$ cat src/hdl/ps2Kbd_macros.svh
`ifndef PS2KBD_MACROS_SVH
`define PS2KBD_MACROS_SVH

`define PS2_FRAME_BITS 11
`define SCAN_W         8
`define CHAR_W         16
`define SYNC_STAGES    2

// Prefix bytes
`define CODE_EXT       8'hE0
`define CODE_BREAK     8'hF0
`define CODE_CAPS      8'h58

// Extended arrow keys, byte after E0
`define CODE_UP        8'h75
`define CODE_DOWN      8'h72
`define CODE_LEFT      8'h6B
`define CODE_RIGHT     8'h74

`define CHAR_UP        16'h0100
`define CHAR_DOWN      16'h0101
`define CHAR_LEFT      16'h0102
`define CHAR_RIGHT     16'h0103

`endif

$ cat src/hdl/ps2KbdPkg.sv
`default_nettype none
`include "ps2Kbd_macros.svh"

package ps2KbdPkg;

    typedef logic [`SCAN_W-1:0] scanCodeT;
    typedef logic [`CHAR_W-1:0] charCodeT;

    typedef enum logic [1:0] {
        stNormal,
        stExtended,
        stRelease
    } decStateT;

    // US layout, caps acts as shift
    function automatic charCodeT translateScan(input scanCodeT sc, input logic caps);
        logic [15:0] pair;   // Plain char in high byte, shifted in low byte
        logic [7:0]  sel;
        case (sc)
            8'h1C: pair = 16'h6141;
            8'h32: pair = 16'h6242;
            8'h21: pair = 16'h6343;
            8'h23: pair = 16'h6444;
            8'h24: pair = 16'h6545;
            8'h2B: pair = 16'h6646;
            8'h34: pair = 16'h6747;
            8'h33: pair = 16'h6848;
            8'h43: pair = 16'h6949;
            8'h3B: pair = 16'h6A4A;
            8'h42: pair = 16'h6B4B;
            8'h4B: pair = 16'h6C4C;
            8'h3A: pair = 16'h6D4D;
            8'h31: pair = 16'h6E4E;
            8'h44: pair = 16'h6F4F;
            8'h4D: pair = 16'h7050;
            8'h15: pair = 16'h7151;
            8'h2D: pair = 16'h7252;
            8'h1B: pair = 16'h7353;
            8'h2C: pair = 16'h7454;
            8'h3C: pair = 16'h7555;
            8'h2A: pair = 16'h7656;
            8'h1D: pair = 16'h7757;
            8'h22: pair = 16'h7858;
            8'h35: pair = 16'h7959;
            8'h1A: pair = 16'h7A5A;
            8'h45: pair = 16'h3029;   // Digit row
            8'h16: pair = 16'h3121;
            8'h1E: pair = 16'h3240;
            8'h26: pair = 16'h3323;
            8'h25: pair = 16'h3424;
            8'h2E: pair = 16'h3525;
            8'h36: pair = 16'h365E;
            8'h3D: pair = 16'h3726;
            8'h3E: pair = 16'h382A;
            8'h46: pair = 16'h3928;
            8'h4E: pair = 16'h2D5F;   // Minus
            8'h55: pair = 16'h3D2B;
            8'h5D: pair = 16'h5C7C;   // Backslash
            8'h54: pair = 16'h5B7B;
            8'h5B: pair = 16'h5D7D;
            8'h4C: pair = 16'h3B3A;
            8'h52: pair = 16'h2722;
            8'h41: pair = 16'h2C3C;
            8'h49: pair = 16'h2E3E;
            8'h4A: pair = 16'h2F3F;
            8'h66: pair = 16'h0808;   // Backspace
            8'h29: pair = 16'h2020;   // Space
            8'h5A: pair = 16'h0A0A;   // Enter
            default: pair = 16'h0000;
        endcase
        sel = caps ? pair[7:0] : pair[15:8];
        return charCodeT'(sel);
    endfunction

endpackage

`default_nettype wire

$ cat src/hdl/keyEventIf.sv
`timescale 1ns/1ps
`default_nettype none

interface keyEventIf;
    import ps2KbdPkg::*;

    logic     evValid;   // One pulse per good frame
    logic     evPress;   // Qualifies evValid
    scanCodeT evScan;
    charCodeT evChar;

    modport src (
        output evValid,
        output evPress,
        output evScan,
        output evChar
    );

    modport dst (
        input evValid,
        input evPress,
        input evScan,
        input evChar
    );
endinterface

`default_nettype wire

$ cat src/hdl/ps2FrameRx.sv
`timescale 1ns/1ps
`default_nettype none
`include "ps2Kbd_macros.svh"

module ps2FrameRx (
    input  wire logic          fclk,
    input  wire logic          rst,
    input  wire logic          ps2Clk,
    input  wire logic          ps2Data,
    output logic               codeValid,
    output ps2KbdPkg::scanCodeT code
);
    import ps2KbdPkg::*;

    localparam int CntW = $clog2(`PS2_FRAME_BITS);

    logic [`SYNC_STAGES:0]   clkSync;   // Top stage holds the previous level
    logic [`SYNC_STAGES-1:0] dataSync;
    logic                    clkFall;
    logic                    dataBit;
    logic [CntW-1:0]         bitCnt;    // 0 waits for start, 10 is stop
    scanCodeT                shiftReg;
    logic                    parityBit;

    // Lines idle high
    always_ff @(posedge fclk or negedge rst) begin
        if (!rst) begin
            clkSync  <= '1;
            dataSync <= '1;
        end else begin
            clkSync  <= {clkSync[`SYNC_STAGES-1:0], ps2Clk};
            dataSync <= {dataSync[`SYNC_STAGES-2:0], ps2Data};
        end
    end

    assign clkFall = clkSync[`SYNC_STAGES] & ~clkSync[`SYNC_STAGES-1];
    assign dataBit = dataSync[`SYNC_STAGES-1];

    always_ff @(posedge fclk or negedge rst) begin
        if (!rst) begin
            bitCnt    <= '0;
            codeValid <= 1'b0;
        end else begin
            codeValid <= 1'b0;
            if (clkFall) begin
                if (bitCnt == '0) begin
                    if (!dataBit)
                        bitCnt <= CntW'(1);   // Start bit
                end else if (bitCnt == CntW'(`PS2_FRAME_BITS - 1)) begin
                    // Stop must be high and parity odd
                    codeValid <= dataBit & (^{shiftReg, parityBit});
                    bitCnt    <= '0;
                end else begin
                    bitCnt <= bitCnt + 1'b1;
                end
            end
        end
    end

    always_ff @(posedge fclk) begin
        if (clkFall && bitCnt != '0) begin
            if (bitCnt < CntW'(`PS2_FRAME_BITS - 2))
                shiftReg <= {dataBit, shiftReg[`SCAN_W-1:1]};   // LSB first
            else if (bitCnt == CntW'(`PS2_FRAME_BITS - 2))
                parityBit <= dataBit;
        end
    end

    assign code = shiftReg;

endmodule

`default_nettype wire

$ cat src/hdl/scanDecoder.sv
`timescale 1ns/1ps
`default_nettype none
`include "ps2Kbd_macros.svh"

module scanDecoder (
    input  wire logic                fclk,
    input  wire logic                rst,
    input  wire logic                codeValid,
    input  wire ps2KbdPkg::scanCodeT code,
    keyEventIf.src                   ev
);
    import ps2KbdPkg::*;

    decStateT state;
    logic     caps;
    logic     press;   // Event payload for the current byte
    charCodeT chr;

    always_comb begin
        press = 1'b1;
        chr   = '0;
        if (code == `CODE_BREAK) begin
            press = 1'b0;
        end else begin
            case (state)
                stNormal:
                    if (code == `CODE_EXT)
                        press = 1'b0;
                    else if (code != `CODE_CAPS)
                        chr = translateScan(code, caps);
                stExtended:
                    case (code)
                        `CODE_UP:    chr = `CHAR_UP;
                        `CODE_DOWN:  chr = `CHAR_DOWN;
                        `CODE_LEFT:  chr = `CHAR_LEFT;
                        `CODE_RIGHT: chr = `CHAR_RIGHT;
                        default:     chr = '0;
                    endcase
                default:
                    press = 1'b0;   // Byte after F0 is swallowed
            endcase
        end
    end

    always_ff @(posedge fclk or negedge rst) begin
        if (!rst) begin
            state      <= stNormal;
            caps       <= 1'b0;
            ev.evValid <= 1'b0;
        end else begin
            ev.evValid <= codeValid;
            if (codeValid) begin
                if (code == `CODE_BREAK)
                    state <= stRelease;
                else if (state == stNormal && code == `CODE_EXT)
                    state <= stExtended;
                else
                    state <= stNormal;
                if (state == stNormal && code == `CODE_CAPS)
                    caps <= ~caps;
            end
        end
    end

    always_ff @(posedge fclk) begin
        if (codeValid) begin
            ev.evPress <= press;
            ev.evScan  <= code;
            ev.evChar  <= chr;
        end
    end

endmodule

`default_nettype wire

$ cat src/hdl/keyOutReg.sv
`timescale 1ns/1ps
`default_nettype none

module keyOutReg (
    input  wire logic           fclk,
    input  wire logic           rst,
    keyEventIf.dst              ev,
    input  wire logic           rd,
    output ps2KbdPkg::scanCodeT scancode,
    output ps2KbdPkg::charCodeT asciiCode,
    output logic                dataReady
);

    always_ff @(posedge fclk or negedge rst) begin
        if (!rst) begin
            scancode  <= '0;
            asciiCode <= '0;
            dataReady <= 1'b0;
        end else begin
            // Every byte is latched, presses and prefixes alike
            if (ev.evValid) begin
                scancode  <= ev.evScan;
                asciiCode <= ev.evChar;
            end
            if (ev.evValid && ev.evPress)
                dataReady <= 1'b1;   // Press beats rd
            else if (rd)
                dataReady <= 1'b0;
        end
    end

endmodule

`default_nettype wire

$ cat src/hdl/ps2Kbd.sv
`timescale 1ns/1ps
`default_nettype none

module ps2Kbd (
    input  wire logic           fclk,
    input  wire logic           rst,
    input  wire logic           ps2Clk,
    input  wire logic           ps2Data,
    input  wire logic           rd,
    output ps2KbdPkg::scanCodeT scancode,
    output ps2KbdPkg::charCodeT asciiCode,
    output logic                dataReady
);
    import ps2KbdPkg::*;

    logic     codeValid;
    scanCodeT code;

    keyEventIf ev ();

    ps2FrameRx rx0 (
        .fclk      (fclk),
        .rst       (rst),
        .ps2Clk    (ps2Clk),
        .ps2Data   (ps2Data),
        .codeValid (codeValid),
        .code      (code)
    );

    scanDecoder dec0 (
        .fclk      (fclk),
        .rst       (rst),
        .codeValid (codeValid),
        .code      (code),
        .ev        (ev.src)
    );

    keyOutReg out0 (
        .fclk      (fclk),
        .rst       (rst),
        .ev        (ev.dst),
        .rd        (rd),
        .scancode  (scancode),
        .asciiCode (asciiCode),
        .dataReady (dataReady)
    );

endmodule

`default_nettype wire

$ cat config.mk
export PLATFORM = sky130hd
export DESIGN_NAME = ps2Kbd
export DESIGN_NICKNAME = d
export VERILOG_FILES = /design/src/hdl/ps2KbdPkg.sv /design/src/hdl/keyEventIf.sv /design/src/hdl/ps2FrameRx.sv /design/src/hdl/scanDecoder.sv /design/src/hdl/keyOutReg.sv /design/src/hdl/ps2Kbd.sv
export VERILOG_INCLUDE_DIRS = /design/src /design/src/hdl
export SDC_FILE = /design/constraint.sdc
export NUM_CORES = 1
export LEC_CHECK = 0
export ABC_AREA = 1
export BUFFER_PORTS_ARGS = -buffer_cell sky130_fd_sc_hd__clkbuf_2
export CORE_AREA = 8 8 91 93
export CTS_CLUSTER_SIZE = 25
export DETAILED_ROUTE_END_ITERATION = 16
export DIE_AREA = 0 0 99 101
export HOLD_SLACK_MARGIN = 0.08
export PLACE_DENSITY = 0.82
export SLEW_MARGIN = 20
export SYNTH_ARGS = -nofsm -noshare
export SYNTH_HDL_FRONTEND = slang
export SYNTH_SLANG_ARGS = --single-unit
$ cat constraint.sdc
create_clock -name fclk -period 5.15 [get_ports fclk]
set_clock_uncertainty 0.2 [all_clocks]
set_input_delay 1.545 -clock fclk [delete_from_list [all_inputs] [get_ports fclk]]
set_output_delay 1.545 -clock fclk [all_outputs]
set_load 0.02 [all_outputs]
* Yosys cells after proc, flatten, opt, wreduce, memory -nomap -nowiden
Memories as Yosys holds them, arrays and structs flattened. A register that Yosys moved wholly into a read port is not among the register bits.
Index checks and enable logic that the tools add are counted.
** Cells by class
- Add/subtract/negate cells :: 1
- Order comparisons :: 1
- Eq/ne operators :: 12
- Mux-type cells :: 19
- Bitwise logic cells :: 5
- Reduce and logical (&&, ||, !) cells :: 13
** Operator list (count)
- == test 8 x 7 -> 1 bit, second input constant :: 5
- one-hot mux 9 bit (4 select lines) :: 1
- two-way mux 16 bit :: 2
- one-hot mux 16 bit (2 select lines) :: 1
- == test 8 bit, second input constant :: 2
- two-way mux 8 bit :: 2
- two-way mux 4 bit :: 3
- parity 9 bit :: 1
- == test 4 bit, second input constant :: 2
- != test 8 x 7 -> 1 bit, second input constant :: 1
- two-way mux 1 bit :: 7
- two-way mux 7 bit :: 1
- AND reduction 2 bit :: 3
- adder 4 x 1 -> 4 bit, second input constant :: 1
- logical AND 1 bit :: 4
- logical NOT 4 bit :: 1
- < comparator 4 bit, second input constant :: 1
- nonzero test 4 bit :: 1
- inverter 1 bit :: 3
- AND reduction 3 bit :: 1
- bitwise AND 1 bit :: 2
- == test 2 x 1 -> 1 bit, second input constant :: 1
- logical NOT 2 bit :: 1
- two-way mux 2 bit :: 1
- other kinds (3) :: 3
** Word-level totals
- Flip-flop bits (word level) :: 73
- Bits in read-only memories :: 1792
- Output and inout port bits :: 25
- Word-level logic and storage cells :: 67
- Memories kept :: 1
** Memory list
- (no name shown) :: depth 128, bits a word 14, rd ports 1, clocked after Yosys merged registers in 1, wr ports 0, line ps2KbdPkg.sv:19 : case (sc)

* Depth between registers and ports, before layout
- Depth after elaboration :: 5
- Mapped depth :: 19

* Cells and area by module
Synthesis repeated with hierarchy kept, for this count alone.
** Second synthesis, totals
- Cells, all modules :: 528
- Area total of the unflattened synthesis :: 3962.6 µm²
** By module, submodules not included
- scanDecoder :: times used 1, cells an instance 332, area an instance 2108.3 µm²
- keyOutReg :: times used 1, cells an instance 107, area an instance 996.0 µm²
- ps2FrameRx :: times used 1, cells an instance 89, area an instance 858.3 µm²

* Worst setup path after synthesis
Ideal clock, no wire load.
- Path kind :: reg2reg
- Start point :: register rx0.clkSync[2]
- End point :: register (tool-made name)
- Library setup time :: 0.058 ns
- Arrival :: 2.196 ns
- Required time :: 4.892 ns
- Slack :: 2.695 ns
- Stages on the path, launching flop included :: 17
- Cell sequence :: dfstp_2 -> nand2_1 -> inv_1 -> nand2_4 -> nor2_4 -> nand2_1 -> nand2_1 -> ha_1 -> inv_1 -> nand2_4 -> nand2_2 -> nand3_1 -> a21oi_1 -> nor2_1 -> nand2_1 -> nand2_1 -> nand2_1
** RTL lines
- start, declared :: line ps2FrameRx.sv:17 : logic [`SYNC_STAGES:0] clkSync;
- start signal, assigned :: line ps2FrameRx.sv:31 : clkSync <= {clkSync[`SYNC_STAGES-1:0], ps2Clk};

==> reports/summary.txt <==
result of the run: complete, no violations
number of fillers in the final layout: 590
Switch Pwr: 956.5 uW
Total Wirelength: 10,440 um
internal cell power: 1.151 mW
Synth area leader: sky130_fd_sc_hd__edfxtp_1
met2 WL post-DR: 4841 um
chip height: 101 um
DR vias/cell: 5.875
drt first-iter violations: 339
Commonest cells post-synth: sky130_fd_sc_hd__nand2_1, sky130_fd_sc_hd__inv_1, sky130_fd_sc_hd__nor2_1, sky130_fd_sc_hd__nand3_1
pre-CTS WS: 2283 ps
crit path from: rx0.clkSync[2]
floorplan die area: 9999 um2
Peak Freq: 0.3356 GHz
number of register bits inferred by synthesis: 71
later-pin clock latency in the skew report: 350 ps
TritonCTS clock tree: built
Sequential Power Share: 36.5%
met1 wire length: 4485 um
Worst Slack Setup Final: 2171 ps
critical path startpoint category: flip-flop
DR DRC count: 0
layout overhead on the synthesized area: 5.442%
buffers added on ports: 21
async set-reset flop share out of synthesis: 43.66%
number of global-route vias before repair: 3,405
Power per Cell Area: 467.5 nW/um2
standard cell with the maximum stage delay on the critical path: sky130_fd_sc_hd__dfstp_2
Post-Synthesis Mean Instance Area: 8.224 um2
initial core utilization: 61.60%
number of antenna diodes: 0
I/O pins: 30
leading cell types by total area after synthesis: sky130_fd_sc_hd__edfxtp_1, sky130_fd_sc_hd__dfrtp_1, sky130_fd_sc_hd__nand2_1, sky130_fd_sc_hd__dfxtp_1, sky130_fd_sc_hd__mux2_2
Yosys warning total: 0
die span in x: 99 um
ratio of final minimum period to clock period: 57.85%
highest metal layer with signal wires: met4
maximum root-to-sink buffer count: 2
# Max-Cap Violations: 0
worst-path fanout max: 16
number of antenna violations at the first check in global routing: 0
combinational share of power: 44.6%
number of buffers created by CTS: 9
sum of internal, switching and leakage power: 2.108 mW
H-tree depth: 3
area of the core: 6943 um2
most frequent cell after synthesis: sky130_fd_sc_hd__nand2_1
Final Wtd Congestion: 0.9307
final hold violations: 0
Crit. path cell count: 16
Req. time, crit path: 5240 ps
Pre-antenna DRT Iters: 5
CP bufs+invs: 2
multi-input combinational cell area: 2117 um2
synthesized instance count: 520
CP arrival: 3070 ps
number of clock sinks: 71
# rows: 31
number of synthesized flops with an enable pin: 26
accumulated negative setup slack: 0 ps
endpoint type of the worst setup path: flip-flop
Setup violations, final: 0
average wire per cell in the routed design: 16.73 um
final design instance area without fill: 4509 um2
sum of met3 wire segment lengths after detailed routing: 784 um
setup repair after global routing missed its margin: false
share of total power consumed by net switching: 45.38%
total number of vias: 3,666
Placed Instance Area: 4338 um2
depth of the worst hold-timing path: 0
Reg2Reg Depth: 16
total routing resource utilization after global routing: 21.65%
antenna violation net count after detailed routing: 0
clock network fraction of design power: 18.9%
wire length of the first global-routing pass: 17,110 um
most instantiated flip-flop cell in the synthesis netlist: sky130_fd_sc_hd__edfxtp_1
Rel. slew slack: 40.14%
kind of critical path: flip-flop to flip-flop
half-perimeter wire length after detailed placement: 7707 um
number of buffers inserted for hold repair after clock tree synthesis: 0
fraction of synthesized cell area taken by the top area cell type: 18.26%
Clock Pin Slew Worst Setup and Hold Paths: 80 ps
maximum number of pins on one net before global-route repair: 32
R2R setup slack: 2170 ps
nets@finish: 552
min Tclk post-route: 2979 ps
static leakage power: 2.227 nW
transition time at the pin with the least slew margin: 897.9 ps
critical path cell sequence: nand2_1, inv_1, nand2_4, nor2_4, nand2_1, nand2_1, ha_1, inv_1, nand2_4, nand2_2, nand3_1, a21oi_1, nor2_1, nand2_1, nand2_1, nand2_1
dominant delay contributor by cell family on the critical path: simple AND/OR/NAND/NOR gates
Yosys cell types: 49
Final Max Slew Viols: 0
worst hold path type: flip-flop to flip-flop
buffer type at the clock tree root: sky130_fd_sc_hd__clkbuf_8
setup repair bufs after CTS: 0
CTS-repair resized insts: 0
register cell area after layout: 1843 um2
fraction of the yosys area taken by sequential cells: 43.10%
Slowest Stage Delay on Critical Path: 530 ps
R2R Path Start: rx0.clkSync[2]
fraction of final layout cells with drive strength greater than 1: 18.08%
most frequent cell on the critical path: sky130_fd_sc_hd__nand2_1
Syn Std Cell Area: 4277 um2
worst voltage drop across the vdd grid: 0.2956 mV
total congestion overflow after global routing: 0
[power groups by stage]
stage	combinational [mW]	clock [mW]	sequential (mW)
floorplan	0.723	0	0.782
global placement	0.922	0	0.775
detailed placement	0.917	0	0.779
CTS	0.924	0.402	0.767
global route	1.04	0.423	0.779
finish	0.941	0.399	0.768
[worst register-to-register path, cell delays in order (launching register included)]
cell	delay, ps
sky130_fd_sc_hd__dfstp_2	530
sky130_fd_sc_hd__nand2_1	70
sky130_fd_sc_hd__inv_1	130
sky130_fd_sc_hd__nand2_4	80
sky130_fd_sc_hd__nor2_4	370
sky130_fd_sc_hd__nand2_1	100
sky130_fd_sc_hd__nand2_1	210
sky130_fd_sc_hd__ha_1	330
sky130_fd_sc_hd__inv_1	130
sky130_fd_sc_hd__nand2_4	90
sky130_fd_sc_hd__nand2_2	120
sky130_fd_sc_hd__nand3_1	110
sky130_fd_sc_hd__a21oi_1	200
sky130_fd_sc_hd__nor2_1	60
sky130_fd_sc_hd__nand2_1	60
sky130_fd_sc_hd__nand2_1	40
sky130_fd_sc_hd__nand2_1	60
[stage by stage]
stage	hold WS [ps]	std cells	util, %
final	160.1	624	64.95
after detailed placement	149.5	608	62.48
after global placement	145.4	608	62.48
after CTS	161.4	624	64.95
after global routing	162.3	624	64.95
after floorplan	145.2	527	-
[final cells by class]
class,count,area share (%)
multi-input cells,390,46.95
repair buffers,21,2.331
clock inverters,7,1.054
flip-flops and latches,71,40.87
well taps,82,2.275
inverters,44,3.774
clock buffers,9,2.747
[logic make-up after synthesis]
group | after synthesis | share of synthesized area [%]
AND/OR/NAND/NOR | 291 | 31.51
flip-flops | 71 | 43.10
buffers and inverters | 66 | 8.016
AO/OA/AOI/OAI | 57 | 8.514
multiplexers | 16 | 4.213
adder cells (fa/ha/maj) | 10 | 2.926
XOR/XNOR | 8 | 1.638
other | 1 | 0.08769
[placed cells by master (no fill, tap or decap), types with 4 or more instances in the layout]
| master | n |
|---|---|
| sky130_fd_sc_hd__nand2_1 | 172 |
| sky130_fd_sc_hd__inv_1 | 40 |
| sky130_fd_sc_hd__nor2_1 | 38 |
| sky130_fd_sc_hd__nand3_1 | 33 |
| sky130_fd_sc_hd__dfrtp_1 | 26 |
| sky130_fd_sc_hd__edfxtp_1 | 26 |
| sky130_fd_sc_hd__o21ai_0 | 21 |
| sky130_fd_sc_hd__clkbuf_2 | 21 |
| sky130_fd_sc_hd__mux2_2 | 16 |
| sky130_fd_sc_hd__dfxtp_1 | 14 |
| sky130_fd_sc_hd__nand2_2 | 11 |
| sky130_fd_sc_hd__o211ai_1 | 10 |
| sky130_fd_sc_hd__ha_1 | 10 |
| sky130_fd_sc_hd__clkbuf_8 | 9 |
| sky130_fd_sc_hd__conb_1 | 8 |
| sky130_fd_sc_hd__a21oi_1 | 7 |
| sky130_fd_sc_hd__nand2_4 | 6 |
| sky130_fd_sc_hd__o21ai_1 | 6 |
| sky130_fd_sc_hd__xor2_1 | 5 |
| sky130_fd_sc_hd__nor4b_1 | 5 |
| sky130_fd_sc_hd__dfstp_2 | 5 |
| sky130_fd_sc_hd__nor2_4 | 4 |
| sky130_fd_sc_hd__nor3_1 | 4 |
[per-layer routing]
metal	vias to the layer above	global-route usage, %
met5	-	0
li1	1730	-
met4	0	10.15
met3	35	3.660
met1	1714	26.97
met2	187	35.76
[worst min-delay path by stage]
stage                                from         endpoint  slack (ps)
after floorplan            rx0.clkSync[0]   rx0.clkSync[1]         150
after global placement     rx0.clkSync[0]   rx0.clkSync[1]         150
after detailed placement  rx0.dataSync[0]  rx0.dataSync[1]         150
after CTS                 rx0.dataSync[0]  rx0.dataSync[1]         160
after global routing      rx0.dataSync[0]  rx0.dataSync[1]         160
final                     rx0.dataSync[0]  rx0.dataSync[1]         160
Note: power is estimated with default switching activity, not from simulation.
